`config.mk`:
```
export PLATFORM = sky130hd
export DESIGN_NAME = sbox_unit_top
export DESIGN_NICKNAME = d
export VERILOG_FILES = /design/src/source/sbox_pkg.sv /design/src/source/dom_mul_gf4.sv /design/src/source/masked_sbox.sv /design/src/source/result_fifo.sv /design/src/source/sbox_flow_ctrl.sv /design/src/source/sbox_unit_top.sv
export VERILOG_INCLUDE_DIRS = /design/src /design/src/source
export SDC_FILE = /design/constraint.sdc
export NUM_CORES = 1
export LEC_CHECK = 0
export BUFFER_PORTS_ARGS = -buffer_cell sky130_fd_sc_hd__buf_4
export CORE_MARGIN = 2
export CORE_UTILIZATION = 35
export DETAILED_ROUTE_END_ITERATION = 16
export GPL_ROUTABILITY_DRIVEN = 0
export PLACE_DENSITY = 0.61
export SKIP_CTS_REPAIR_TIMING = 1
export SLEW_MARGIN = 20
export SYNTH_ARGS = -nofsm -noshare
export SYNTH_HDL_FRONTEND = slang
export SYNTH_HIERARCHICAL = 1
export SYNTH_SLANG_ARGS = --single-unit
export TNS_END_PERCENT = 30
```
`constraint.sdc`:
```
create_clock -name ClkxCI -period 3.6 [get_ports ClkxCI]
set_clock_uncertainty 0.15 [all_clocks]
set_input_delay 0.54 -clock ClkxCI [delete_from_list [all_inputs] [get_ports ClkxCI]]
set_output_delay 0.54 -clock ClkxCI [all_outputs]
set_load 0.02 [all_outputs]
```
`src/source/sbox_consts.svh`:
```
`ifndef SBOX_CONSTS_SVH
`define SBOX_CONSTS_SVH

// Boolean shares per byte, only two supported
`define SBOX_SHARES 2

// Register stages through the masked S-box
`define SBOX_STAGES 5

// Result queue entries, also the sender's initial input credits
`define SBOX_FIFO_DEPTH 8

`define SBOX_TAG_W 4
`define SBOX_OUT_CREDIT_W 4

// Extension x^2 + x + lambda over GF(2^4) mod x^4 + x + 1
// lambda = x^3 has trace one, so the extension is irreducible
`define SBOX_LAMBDA 4'h8

`endif

```
`src/source/sbox_pkg.sv`:
```
`include "sbox_consts.svh"

package sbox_pkg;

    typedef logic [`SBOX_TAG_W-1:0] sbTagT;

    // Nibble shares inside the tower field datapath
    typedef logic [`SBOX_SHARES-1:0][3:0] sharedNibT;

    // Real value is shares[0] ^ shares[1]
    typedef struct packed {
        logic [`SBOX_SHARES-1:0][7:0] shares;
    } sharedByteT;

    typedef struct packed {
        sbTagT      tag;
        sharedByteT data;
    } sbReqT;

    typedef struct packed {
        sbTagT      tag;
        sharedByteT data; // S-box output shares
    } sbResT;

    // Fresh masks for one cycle, one field per multiplier
    typedef struct packed {
        logic [3:0] zDelta; // y1 * y0
        logic [3:0] zInvA;  // delta^2 * delta^4
        logic [3:0] zInvB;  // delta^6 * delta^8
        logic [3:0] zHi;
        logic [3:0] zLo;
    } sbRandT;

    // GF(2^4) product, reduced by x^4 + x + 1
    function automatic logic [3:0] gf4Mul(input logic [3:0] a, input logic [3:0] b);
        logic [3:0] acc;
        logic [3:0] sh;
        acc = '0;
        sh = a;
        for (int i = 0; i < 4; i++) begin
            if (b[i]) begin
                acc ^= sh;
            end
            sh = {sh[2:0], 1'b0} ^ (sh[3] ? 4'h3 : 4'h0); // x^4 = x + 1
        end
        return acc;
    endfunction

endpackage

```
`src/source/dom_mul_gf4.sv`:
```
`timescale 1ns/1ps

module dom_mul_gf4 import sbox_pkg::*; (
    input  logic       ClkxCI,
    input  logic       RstxBI,
    input  sharedNibT  aIn,
    input  sharedNibT  bIn,
    input  logic [3:0] zIn,
    output sharedNibT  qOut
);

    sharedNibT innerQ; // Same-domain products
    sharedNibT crossQ; // Cross-domain products, remasked

    // All terms are registered before they meet, so glitches
    // cannot combine the two domains
    always_ff @(posedge ClkxCI or negedge RstxBI) begin
        if (!RstxBI) begin
            innerQ <= '0;
            crossQ <= '0;
        end else begin
            innerQ[0] <= gf4Mul(aIn[0], bIn[0]);
            innerQ[1] <= gf4Mul(aIn[1], bIn[1]);
            crossQ[0] <= gf4Mul(aIn[0], bIn[1]) ^ zIn;
            crossQ[1] <= gf4Mul(aIn[1], bIn[0]) ^ zIn; // Same z cancels in the sum
        end
    end

    // Each output share only sees terms of its own domain
    assign qOut[0] = innerQ[0] ^ crossQ[0];
    assign qOut[1] = innerQ[1] ^ crossQ[1];

endmodule

```
`src/source/masked_sbox.sv`:
```
`timescale 1ns/1ps
`include "sbox_consts.svh"

module masked_sbox import sbox_pkg::*; (
    input  logic       ClkxCI,
    input  logic       RstxBI,
    input  sharedByteT xIn,
    input  sbRandT     rnd,
    output sharedByteT qOut
);

    localparam logic [7:0] AffineC = 8'h63;

    // Tower product, element is {y1, y0} = y1*Y + y0 with Y^2 = Y + lambda
    function automatic logic [7:0] towerMul(input logic [7:0] a, input logic [7:0] b);
        logic [3:0] hh;
        logic [3:0] hi;
        logic [3:0] lo;
        hh = gf4Mul(a[7:4], b[7:4]);
        hi = hh ^ gf4Mul(a[7:4], b[3:0]) ^ gf4Mul(a[3:0], b[7:4]);
        lo = gf4Mul(`SBOX_LAMBDA, hh) ^ gf4Mul(a[3:0], b[3:0]);
        return {hi, lo};
    endfunction

    // Linear map given by the images of the eight unit vectors
    function automatic logic [7:0] applyMat(input logic [63:0] cols, input logic [7:0] x);
        logic [7:0] acc;
        acc = '0;
        for (int i = 0; i < 8; i++) begin
            if (x[i]) begin
                acc ^= cols[8*i +: 8];
            end
        end
        return acc;
    endfunction

    // Columns beta^i, beta a root of x^8 + x^4 + x^3 + x + 1 in the tower
    function automatic logic [63:0] buildMapIn();
        logic [63:0] cols;
        logic [7:0]  pw;
        logic [7:0]  pSum;
        cols = '0;
        for (int c = 1; c < 256; c++) begin
            pw = 8'h01;
            pSum = 8'h01;
            for (int i = 1; i <= 8; i++) begin
                pw = towerMul(pw, 8'(c));
                if (i == 1 || i == 3 || i == 4 || i == 8) begin
                    pSum ^= pw;
                end
            end
            // Any of the eight roots gives a field isomorphism
            if (pSum == 8'h00) begin
                pw = 8'h01;
                for (int i = 0; i < 8; i++) begin
                    cols[8*i +: 8] = pw;
                    pw = towerMul(pw, 8'(c));
                end
            end
        end
        return cols;
    endfunction

    // Inverse basis change followed by the linear part of the AES affine map
    function automatic logic [63:0] buildMapOut(input logic [63:0] inCols);
        logic [63:0] cols;
        logic [7:0]  b;
        cols = '0;
        for (int j = 0; j < 8; j++) begin
            for (int a = 0; a < 256; a++) begin
                if (applyMat(inCols, 8'(a)) == 8'(1 << j)) begin
                    b = 8'(a);
                    cols[8*j +: 8] = b ^ {b[6:0], b[7]} ^ {b[5:0], b[7:6]}
                                       ^ {b[4:0], b[7:5]} ^ {b[3:0], b[7:4]};
                end
            end
        end
        return cols;
    endfunction

    localparam logic [63:0] MapInCols = buildMapIn();
    localparam logic [63:0] MapOutCols = buildMapOut(MapInCols);

    logic [`SBOX_SHARES-1:0][7:0] mapQ; // Stage 1
    sharedNibT y1;
    sharedNibT y0;
    sharedNibT deltaMul;
    sharedNibT deltaLinQ; // lambda*y1^2 + y0^2, linear per share
    sharedNibT delta;
    sharedNibT deltaSq;
    sharedNibT deltaQuad;
    sharedNibT delta6;
    sharedNibT delta8Q;
    sharedNibT deltaInv;
    sharedNibT [2:0] hiDlyQ; // y1 held until stage 4
    sharedNibT [2:0] loDlyQ; // y1 ^ y0 held until stage 4
    sharedNibT invHi;
    sharedNibT invLo;

    always_comb begin
        for (int s = 0; s < `SBOX_SHARES; s++) begin
            y1[s] = mapQ[s][7:4];
            y0[s] = mapQ[s][3:0];
            delta[s] = deltaMul[s] ^ deltaLinQ[s];
            deltaSq[s] = gf4Mul(delta[s], delta[s]);
            deltaQuad[s] = gf4Mul(deltaSq[s], deltaSq[s]);
            qOut.shares[s] = applyMat(MapOutCols, {invHi[s], invLo[s]});
        end
        qOut.shares[0] = qOut.shares[0] ^ AffineC; // Constant in one share only
    end

    always_ff @(posedge ClkxCI or negedge RstxBI) begin
        if (!RstxBI) begin
            mapQ <= '0;
            deltaLinQ <= '0;
            delta8Q <= '0;
            hiDlyQ <= '0;
            loDlyQ <= '0;
        end else begin
            for (int s = 0; s < `SBOX_SHARES; s++) begin
                mapQ[s] <= applyMat(MapInCols, xIn.shares[s]);
                deltaLinQ[s] <= gf4Mul(`SBOX_LAMBDA, gf4Mul(y1[s], y1[s]))
                                ^ gf4Mul(y0[s], y0[s]);
                delta8Q[s] <= gf4Mul(deltaQuad[s], deltaQuad[s]);
            end
            hiDlyQ <= {hiDlyQ[1:0], y1};
            loDlyQ <= {loDlyQ[1:0], y1 ^ y0};
        end
    end

    // Stage 2, norm cross term y1 * y0
    dom_mul_gf4 i_mul_delta (
        .ClkxCI (ClkxCI),
        .RstxBI (RstxBI),
        .aIn    (y1),
        .bIn    (y0),
        .zIn    (rnd.zDelta),
        .qOut   (deltaMul)
    );

    // Stage 3, delta^6
    dom_mul_gf4 i_mul_inv_a (
        .ClkxCI (ClkxCI),
        .RstxBI (RstxBI),
        .aIn    (deltaSq),
        .bIn    (deltaQuad),
        .zIn    (rnd.zInvA),
        .qOut   (delta6)
    );

    // Stage 4, delta^14 = delta^-1, zero stays zero
    dom_mul_gf4 i_mul_inv_b (
        .ClkxCI (ClkxCI),
        .RstxBI (RstxBI),
        .aIn    (delta6),
        .bIn    (delta8Q),
        .zIn    (rnd.zInvB),
        .qOut   (deltaInv)
    );

    // Stage 5, inverse = delta^-1 * conjugate (y1*Y + y1 + y0)
    dom_mul_gf4 i_mul_hi (
        .ClkxCI (ClkxCI),
        .RstxBI (RstxBI),
        .aIn    (deltaInv),
        .bIn    (hiDlyQ[2]),
        .zIn    (rnd.zHi),
        .qOut   (invHi)
    );

    dom_mul_gf4 i_mul_lo (
        .ClkxCI (ClkxCI),
        .RstxBI (RstxBI),
        .aIn    (deltaInv),
        .bIn    (loDlyQ[2]),
        .zIn    (rnd.zLo),
        .qOut   (invLo)
    );

endmodule

```
`src/source/result_fifo.sv`:
```
`timescale 1ns/1ps
`include "sbox_consts.svh"

module result_fifo #(
    parameter type payloadT = logic [7:0]
) (
    input  logic    ClkxCI,
    input  logic    RstxBI,
    input  logic    push,
    input  payloadT din,
    input  logic    pop,
    output payloadT dout,
    output logic    empty
);

    localparam int Depth = `SBOX_FIFO_DEPTH;
    localparam int PtrW = $clog2(Depth);

    payloadT mem [Depth];
    logic [PtrW-1:0] wrPtrQ;
    logic [PtrW-1:0] rdPtrQ;
    logic [PtrW:0]   countQ;
    logic            full;

    assign empty = (countQ == '0);
    assign full = (countQ == (PtrW+1)'(Depth));
    assign dout = mem[rdPtrQ]; // Fall-through head

    always_ff @(posedge ClkxCI) begin
        if (push) begin
            mem[wrPtrQ] <= din;
        end
    end

    always_ff @(posedge ClkxCI or negedge RstxBI) begin
        if (!RstxBI) begin
            wrPtrQ <= '0;
            rdPtrQ <= '0;
            countQ <= '0;
        end else begin
            if (push) begin
                wrPtrQ <= (wrPtrQ == PtrW'(Depth - 1)) ? '0 : wrPtrQ + 1'b1;
            end
            if (pop) begin
                rdPtrQ <= (rdPtrQ == PtrW'(Depth - 1)) ? '0 : rdPtrQ + 1'b1;
            end
            case ({push, pop})
                2'b10:   countQ <= countQ + 1'b1;
                2'b01:   countQ <= countQ - 1'b1;
                default: countQ <= countQ;
            endcase
        end
    end

    // Input credits are meant to keep the queue from overflowing
    noPushWhenFull: assert property (@(posedge ClkxCI) disable iff (!RstxBI)
        push |-> !full)
        else $error("result_fifo: push while full");

    noPopWhenEmpty: assert property (@(posedge ClkxCI) disable iff (!RstxBI)
        pop |-> !empty)
        else $error("result_fifo: pop while empty");

endmodule

```
`src/source/sbox_flow_ctrl.sv`:
```
`timescale 1ns/1ps
`include "sbox_consts.svh"

module sbox_flow_ctrl import sbox_pkg::*; (
    input  logic  ClkxCI,
    input  logic  RstxBI,
    input  logic  inValid,
    input  sbTagT inTag,
    input  logic  outCredit,
    input  logic  fifoEmpty,
    output sbTagT pushTag,
    output logic  push,
    output logic  pop,
    output logic  outValid,
    output logic  inCredit
);

    logic  [`SBOX_STAGES-1:0] validQ; // One bit per sbox stage
    sbTagT [`SBOX_STAGES-1:0] tagQ;
    logic  [`SBOX_OUT_CREDIT_W-1:0] creditQ;
    logic  [$clog2(`SBOX_FIFO_DEPTH+1)-1:0] queuedQ; // Queue fill seen from push and pop

    // Tag leaves the shift register together with the sbox result
    assign push = validQ[`SBOX_STAGES-1];
    assign pushTag = tagQ[`SBOX_STAGES-1];
    assign pop = !fifoEmpty && (creditQ != '0);

    always_ff @(posedge ClkxCI or negedge RstxBI) begin
        if (!RstxBI) begin
            validQ <= '0;
            creditQ <= '0; // Receiver grants all output credits
            queuedQ <= '0;
            outValid <= 1'b0;
            inCredit <= 1'b0;
        end else begin
            validQ <= {validQ[`SBOX_STAGES-2:0], inValid};
            case ({outCredit, pop})
                2'b10:   creditQ <= creditQ + 1'b1;
                2'b01:   creditQ <= creditQ - 1'b1;
                default: creditQ <= creditQ; // Grant and spend cancel
            endcase
            case ({push, pop})
                2'b10:   queuedQ <= queuedQ + 1'b1;
                2'b01:   queuedQ <= queuedQ - 1'b1;
                default: queuedQ <= queuedQ;
            endcase
            outValid <= pop;
            inCredit <= pop; // Freed queue slot goes back to the sender
        end
    end

    always_ff @(posedge ClkxCI) begin
        tagQ <= {tagQ[`SBOX_STAGES-2:0], inTag};
    end

    creditNoWrap: assert property (@(posedge ClkxCI) disable iff (!RstxBI)
        (creditQ == '1) |-> (!outCredit || pop))
        else $error("sbox_flow_ctrl: output credit counter overflow");

    // Sender credits bound everything between input and output register
    inFlightBound: assert property (@(posedge ClkxCI) disable iff (!RstxBI)
        ($countones(validQ) + queuedQ) <= `SBOX_FIFO_DEPTH)
        else $error("sbox_flow_ctrl: pipeline plus queue exceed queue depth");

endmodule

```
`src/source/sbox_unit_top.sv`:
```
`timescale 1ns/1ps

module sbox_unit_top import sbox_pkg::*; (
    input  logic   ClkxCI,
    input  logic   RstxBI,
    input  logic   inValid,
    input  sbReqT  inReq,
    input  sbRandT inRnd,
    input  logic   outCredit,
    output logic   inCredit,
    output logic   outValid,
    output sbResT  outRes
);

    sbTagT      pushTag;
    logic       push;
    logic       pop;
    logic       fifoEmpty;
    sharedByteT sboxOut;
    sbResT      fifoIn;
    sbResT      fifoHead;

    sbox_flow_ctrl i_sbox_flow_ctrl (
        .ClkxCI    (ClkxCI),
        .RstxBI    (RstxBI),
        .inValid   (inValid),
        .inTag     (inReq.tag),
        .outCredit (outCredit),
        .fifoEmpty (fifoEmpty),
        .pushTag   (pushTag),
        .push      (push),
        .pop       (pop),
        .outValid  (outValid),
        .inCredit  (inCredit)
    );

    // Runs every cycle, validity lives in the control shift register
    masked_sbox i_masked_sbox (
        .ClkxCI (ClkxCI),
        .RstxBI (RstxBI),
        .xIn    (inReq.data),
        .rnd    (inRnd),
        .qOut   (sboxOut)
    );

    assign fifoIn.tag = pushTag;
    assign fifoIn.data = sboxOut;

    result_fifo #(
        .payloadT (sbResT)
    ) i_result_fifo (
        .ClkxCI (ClkxCI),
        .RstxBI (RstxBI),
        .push   (push),
        .din    (fifoIn),
        .pop    (pop),
        .dout   (fifoHead),
        .empty  (fifoEmpty)
    );

    always_ff @(posedge ClkxCI) begin
        if (pop) begin
            outRes <= fifoHead; // Valid together with outValid
        end
    end

endmodule

```
==> summary.txt, run 1 <==
Run status
  • Status: completed

Synth
  • Sequential fraction of the synthesis area: a little over half
  • Synthesized area: 19600 sq um
  • Ys async rst share: roughly 47%
  • Main synth FF type: edfxtp_1
  • Area leader, netlist: edfxtp_1
  • XOR/XNOR Fraction of Synth Area: 19.5%
  • Syn Inst Count: 1514
  • Area share of the largest cell type after synthesis: between 20% and 30%
  • Synth Area in Simple Gates: just under 8%
  • EDFF count, synth: 180
  • Synthesized flop and latch total: 380
  • Compound-Gate Fraction of Synth Area: roughly 4.6%
  • Yosys cell types: 57
  • Synth area leaders: edfxtp_1, dfrtp_1, xnor2_1
  • Mean Syn Cell Area: approximately 13 sq um
  • Largest family of logic cells by synthesized area: XOR/XNOR gates
  • Adder-cell share of the synthesized area: under 10%
  • Post-Syn Nets: around 1600
  • Proportion of synthesized area in mux cells: a little over a tenth
  • Yosys warns: 6

Timing
  • Setup TNS: 0 ps
  • Relative slew slack: between 30% and 40%
  • Tightest Pin Transition: around 1000 ps
  • Final-report setup violation count: 0
  • RSZ-0062 raised after global routing: no
  • Fin crit period: between 2000 and 3000 ps
  • Max frequency: approximately 0.36 GHz
  • Final period util: about four fifths
  • Final hold violations: 0
  • Max-slew violations: 0

Global routing
  • First-pass GRT wire length: ~60000 um
  • GRT Resource Usage Total: 13.1%
  • Largest net degree at the start of global routing: between 90 and 100
  • Via count of the first global-routing pass: between 10000 and 15000
  • Overflow after GRT: 0
  • Antenna violations before repair: 0

Floorplanning
  • Initial Utilization: 35.5%
  • Die Height: 241 um
  • Die ar.: between 50000 and 60000 sq um
  • I/O pins: 66
  • Row cnt: 86
  • CORE AREA: between 50000 and 60000 sq um
  • Die width: 241 um

Hold path
  • Hold Crit Class: input port to flip-flop
  • Worst hold start: inReq[0]

Worst setup path
  • Crit. Startpoint: i_masked_sbox/i_mul_delta/crossQ[5]
  • Worst setup SP type: flip-flop
  • CP Capture Type: flip-flop
  • CP required: 3930 ps
  • Worst Path Arrival: 3150 ps
  • Max Fanout on Critical Path: 14
  • CP Class: flip-flop to flip-flop
  • FF-to-FF Start: i_masked_sbox/i_mul_delta/crossQ[5]

Clock tree
  • CTS Buffer Depth: 3
  • CTS H-tree depth: 2
  • CTS Sinks: 380
  • Clock slew at reported path FFs: approximately 60 ps
  • CTS tree: built
  • Worst-Skew Late Latency: 570 ps
  • Cts bufs inserted: 42
  • CTS Root Cell: clkbuf_16

Drt
  • DR DRC count: 0
  • DRT Pass-1 Iters: 5
  • Average vias per placed instance: roughly 4.6
  • Routed Antenna Nets: 0
  • Vias: 10935
  • Iter 0 DRT Violations: 618
  • Final wirelength: around 37000 um
  • Wire length per cell: roughly 16 um

Cells and area
  • Syn-to-layout area delta: 14.1%
  • # fillers: just over 5000
  • N_diodes: 0
  • Multi-input logic area: between 8000 and 9000 sq um
  • Final net count: about 1600
  • Sequential cell area: 10300 sq um
  • Layout cells sized above 1: 17.5%

Placed design
  • HPWL Detailed: about 24000 um
  • I/O Buffers: 65

Flow run
  • Number of max-cap violations: 0
-- critical path, stage by stage, from the launching register on --
cell      delay (ps)
dfrtp_1          380
xor2_1           170
xor2_1           420
xor2_2           170
buf_4            210
xor2_1           440
and4bb_1         300
a221oi_4         200
xnor2_1          160
xnor2_1          130
-- per-stage QoR --
step           cell area [sq um]  utilization, %  setup slack (ps)  cells  hold slack [ps]
2_1_floorplan              19600               -               501   1514             94.4
4_1_cts                    22300            40.4               776   2349             -122
5_1_grt                    22300            40.5               539   2355             13.4
3_3_place_gp               20800            37.7               815   2271              161
6_report                   22300            40.5               786   2355             31.0
3_5_place_dp               20800            37.7               802   2271              162
-- kinds of logic (layout without fill, tap and decap cells) --
family | count (synthesis) | count (layout)
buffers and inverters | 119 | 212
flip-flops | 380 | 380
AO/OA/AOI/OAI | 105 | 105
multiplexers | 137 | 137
XOR/XNOR | 425 | 425
AND/OR/NAND/NOR | 328 | 328
adder cells (fa/ha/maj) | 20 | 20
-- final timing paths --
kind                                                            end  slack (ps)  cells after the start
worst max register to register  i_masked_sbox/i_mul_inv_a/crossQ[1]         790                      9
min in group asynchronous                 i_sbox_flow_ctrl/inCredit         380                      2
worst min register to register             i_masked_sbox/hiDlyQ[18]         160                      0
max in group asynchronous       i_masked_sbox/i_mul_inv_b/innerQ[7]        2070                      3
worst max-delay path            i_masked_sbox/i_mul_inv_a/crossQ[1]         790                      9
worst min-delay path                          i_masked_sbox/mapQ[0]          30                      2
-- sequential cells by signal, summed over array words and instances (netlist names), 3 cells and up --
name and flops:
i_masked_sbox/i_mul_hi/innerQ 8, i_masked_sbox/i_mul_delta/innerQ 8, i_masked_sbox/i_mul_hi/crossQ 8, i_masked_sbox/i_mul_delta/crossQ 8
i_masked_sbox/i_mul_inv_b/innerQ 8, i_masked_sbox/loDlyQ 24, i_result_fifo/rdPtrQ 3, i_sbox_flow_ctrl/pushTag 4
i_result_fifo/mem 160, i_masked_sbox/i_mul_inv_a/innerQ 8, i_sbox_flow_ctrl/tagQ 16, i_result_fifo/wrPtrQ 3
i_masked_sbox/i_mul_inv_a/crossQ 8, i_sbox_flow_ctrl/creditQ 4, i_sbox_flow_ctrl/validQ 5, i_masked_sbox/hiDlyQ 24
i_masked_sbox/delta8Q 8, i_masked_sbox/mapQ 16, i_masked_sbox/i_mul_lo/innerQ 8, outRes 20
i_masked_sbox/i_mul_lo/crossQ 8, i_masked_sbox/i_mul_inv_b/crossQ 8, i_masked_sbox/deltaLinQ 8, i_result_fifo/countQ 4
-- metal layers --
layer	vias to the layer above	GRT usage (%)	part of all wire, %
met5	-	0	0
met4	0	3.91	2.0
met3	56	2.04	3.3
met2	160	22.8	50
met1	5396	16.9	45
li1	5323	-	-
-- placed cells by master, fill, tap and decap left out, types with 21 or more instances in the layout --
| master | Yosys | layout |
|---|---|---|
| xnor2_1 | 230 | 230 |
| nand2_1 | 205 | 205 |
| xor2_1 | 188 | 184 |
| edfxtp_1 | 180 | 180 |
| dfrtp_1 | 180 | 179 |
| buf_4 | 12 | 104 |
| mux2_2 | 51 | 51 |
| clkbuf_16 | 0 | 42 |
| mux2i_1 | 41 | 41 |
| mux4_1 | 33 | 33 |
| nand2b_1 | 31 | 31 |
| nor2b_1 | 24 | 24 |
| nor2_1 | 28 | 21 |
| a22oi_1 | 21 | 21 |
-- cells in the mapped netlist (7+ instances only) --
cell	count
o22ai_1	9
ha_1	20
nand2b_1	31
xnor2_1	230
mux2i_1	41
dfxtp_1	20
buf_2	67
nor2_1	28
nand2_1	205
inv_1	20
o21ai_0	18
a21oi_1	13
mux4_1	33
dfrtp_1	180
o221ai_1	8
buf_6	15
nor2b_1	24
mux4_2	7
edfxtp_1	180
buf_4	12
o221a_2	8
nand3_1	10
mux2_2	51
xor2_1	188
a22oi_1	21
-- cell type report --
cell class | instances | share of cell area [%]
inverter | 20 | 0.336
clock inverter | 19 | 1.22
clock buffer | 59 | 5.22
tap | 748 | 4.19
sequential | 380 | 46.2
timing repair buffer | 114 | 4.10
multi-input combinational | 1015 | 38.8
Power of run 1 is not shown: default switching activity piles up to over one toggle a cycle in this logic, so the estimate is an artifact.
==> run 2, diff against run 1 <==
clock period = 2.9 ns   (was 3.6 ns; I/O delays follow)
==> run 2 against run 1 <==
Against the previous run:
- worst hold slack better by 6.8 ps
- global-route usage is 0.25 points higher
- final cell count is 1.6% higher
- sequential share of layout area is 0.73 points lower
- fmax is 7.9% higher
- count of clock-buffer cells in the layout is 2 lower
- wire length is 1.5% higher
- flip-flop and latch count stayed put
==> summary.txt, run 2 (synthesis results as in run 1) <==
Worst setup path
  • CP Capture Type: flip-flop
  • Buffers & Inverters on Critical Path: 0 (-1)
  • Reg-to-Reg End: i_masked_sbox/i_mul_inv_a/crossQ[5]
  • Worst Path Arrival: 2950 ps (-200 ps)
  • CP delay by family, top: XOR/XNOR gates
  • Worst path cell trace: xor2_1 -> xor2_2 -> xor2_1 -> xor2_2 -> and4bb_2 -> a221oi_2 -> xnor2_1 -> xnor2_1
  • Worst setup SP type: flip-flop
  • Worst path slowest cell: dfrtp_1
  • CP required: 3240 ps (-690 ps)
  • CP max stage delay: 370 ps (-70 ps)
  • R2R depth: 8 (-1)
  • Setup slack, reg-to-reg: 290 ps (-490 ps)
  • FF-to-FF Start: i_masked_sbox/i_mul_delta/crossQ[3]
  • Max Fanout on Critical Path: 5 (-9)
  • CP Class: flip-flop to flip-flop

Drt
  • DR DRC count: 0 (unchanged)
  • Iter 0 DRT Violations: 524 (-15%)
  • Final wirelength: 37800 um (+1.5%)
  • Wire length per cell: 15.8 um (-0.10%)
  • DRT Pass-1 Iters: 5 (unchanged)
  • Routed Antenna Nets: 0 (unchanged)
  • Vias: 11094 (+1.5%)
  • Average vias per placed instance: 4.64 (-0.16%)

Cells and area
  • Largest Register: i_result_fifo/mem
  • Final net count: 1673 (+2.2%)
  • Commonest cells after routing, fill and taps aside: xnor2_1, nand2_1, xor2_1
  • # fillers: 5130 (+0.078%)
  • Most common cell after layout, fill and taps aside: xnor2_1
  • Largest registers: i_result_fifo/mem x160, i_masked_sbox/hiDlyQ x24, i_masked_sbox/loDlyQ x24
  • Layout cells sized above 1: 18.6% (+1.1 points)
  • Max FFs per register: 160 (unchanged)
  • Syn-to-layout area delta: 15.9%

Floorplanning
  • CORE AREA: 55200 sq um (unchanged)
  • Die width: 241 um (unchanged)
  • Initial Utilization: 35.5% (unchanged)
  • Die Height: 241 um (unchanged)
  • Die ar.: 57900 sq um (unchanged)
  • I/O pins: 66 (unchanged)
  • Row cnt: 86 (unchanged)

Timing
  • RSZ-0062 raised after global routing: no
  • Setup TNS: 0 ps (unchanged)
  • Relative slew slack: 46.8% (+15 points)
  • Tightest Pin Transition: 795 ps (-230 ps)
  • Final-report setup violation count: 0 (unchanged)
  • Final period util: 89.9% (+12 points)
  • Max frequency: 0.383 GHz (+7.9%)
  • Final hold violations: 0 (unchanged)
  • Fin crit period: 2610 ps (-206 ps)
  • Max-slew violations: 0 (unchanged)

Clock tree
  • CTS tree: built
  • Cts bufs inserted: 43 (+2.4%)
  • CTS Sinks: 380 (unchanged)
  • Clock slew at reported path FFs: 60 ps (about the same)
  • Worst-Skew Late Latency: 570 ps (about the same)
  • CTS Root Cell: clkbuf_16
  • CTS Buffer Depth: 3 (unchanged)
  • CTS H-tree depth: 2 (unchanged)

Global routing
  • Via count of the first global-routing pass: 11257 (+1.9%)
  • Overflow after GRT: 0 (unchanged)
  • Antenna violations before repair: 1 (+1)
  • Largest net degree at the start of global routing: 67 (-32%)
  • First-pass GRT wire length: 61000 um (+2.1%)
  • GRT Resource Usage Total: 13.4% (+0.25 points)

Hold path
  • Hold path cells: 3 (+1)
  • Hold Crit Class: input port to flip-flop
  • Worst hold start: inRnd[14]
  • Hold EP: i_masked_sbox/i_mul_inv_a/crossQ[2]

Run status
  • Status: completed

Placed design
  • I/O Buffers: 65 (unchanged)
  • HPWL Detailed: 24300 um (+2.1%)

Flow run
  • Number of max-cap violations: 0 (unchanged)
## run 2: changes by cell type in the layout (fill, tap and decap cells not counted), moves of 2 or more
cell,previous run,this run
buf_12,3,5
nor2_2,3,7
clkinvlp_4,1,3
nor2_4,4,0
clkinv_2,4,6
inv_6,1,3
buf_4,104,121
dlygate4sd3_1,6,22
clkbuf_8,6,3
## run 2: worst reg2reg max path, stage by stage (launching register included)
cell and delay (ps):
dfrtp_1 370, xor2_1 300, xor2_2 250, xor2_1 310, xor2_2 360, and4bb_2 280, a221oi_2 210, xnor2_1 160
xnor2_1 140
## run 2: layer usage
layer / vias up / GRT usage (%) / share of wire, %
li1: 5394 / - / -
met1: 5494 / 16.8 / 43
met2: 163 / 23.5 / 51
met3: 43 / 2.49 / 3.8
met4: 0 / 3.80 / 1.6
met5: - / 0 / 0
## run 2: cell type report
type | count | area (sq um) | area share, %
clock inverter | 23 | 322 | 1.42
multi-input combinational | 1015 | 8660 | 38.1
timing repair buffer | 149 | 1240 | 5.47
tap | 748 | 936 | 4.12
sequential | 380 | 10300 | 45.4
antenna | 1 | 2.50 | 0.0110
inverter | 20 | 75.1 | 0.331
clock buffer | 57 | 1150 | 5.06
## run 2: worst max path at each step
| stage | start | slack, ps | cells past startpoint | endpoint |
|---|---|---|---|---|
| after global routing | i_masked_sbox/i_mul_delta/crossQ[3] | 100 | 9 | i_masked_sbox/i_mul_inv_a/innerQ[3] |
| after CTS | i_masked_sbox/i_mul_delta/crossQ[3] | 150 | 8 | i_masked_sbox/i_mul_inv_a/crossQ[5] |
| final | i_masked_sbox/i_mul_delta/crossQ[3] | 290 | 8 | i_masked_sbox/i_mul_inv_a/crossQ[5] |
| after floorplan | i_sbox_flow_ctrl/creditQ[1] | 270 | 9 | i_sbox_flow_ctrl/creditQ[2] |
| after detailed placement | i_masked_sbox/i_mul_delta/crossQ[2] | 170 | 8 | i_masked_sbox/i_mul_inv_a/crossQ[1] |
| after global placement | i_masked_sbox/i_mul_delta/crossQ[3] | 260 | 9 | i_masked_sbox/i_mul_inv_a/crossQ[4] |
## run 2: through the flow
step           std cells  hold WS (ps)  instance area, sq um  util, %  setup slack (ps)
4_1_cts             2370          -310                 22500     40.7               148
2_1_floorplan       1514         -10.6                 19600        -               274
5_1_grt             2392          27.7                 22700     41.1               102
6_report            2393          37.8                 22700     41.1               292
3_5_place_dp        2290           162                 21000     38.0               168
3_3_place_gp        2290           161                 21000     38.0               263
Power of run 2 is left out for the same reason.
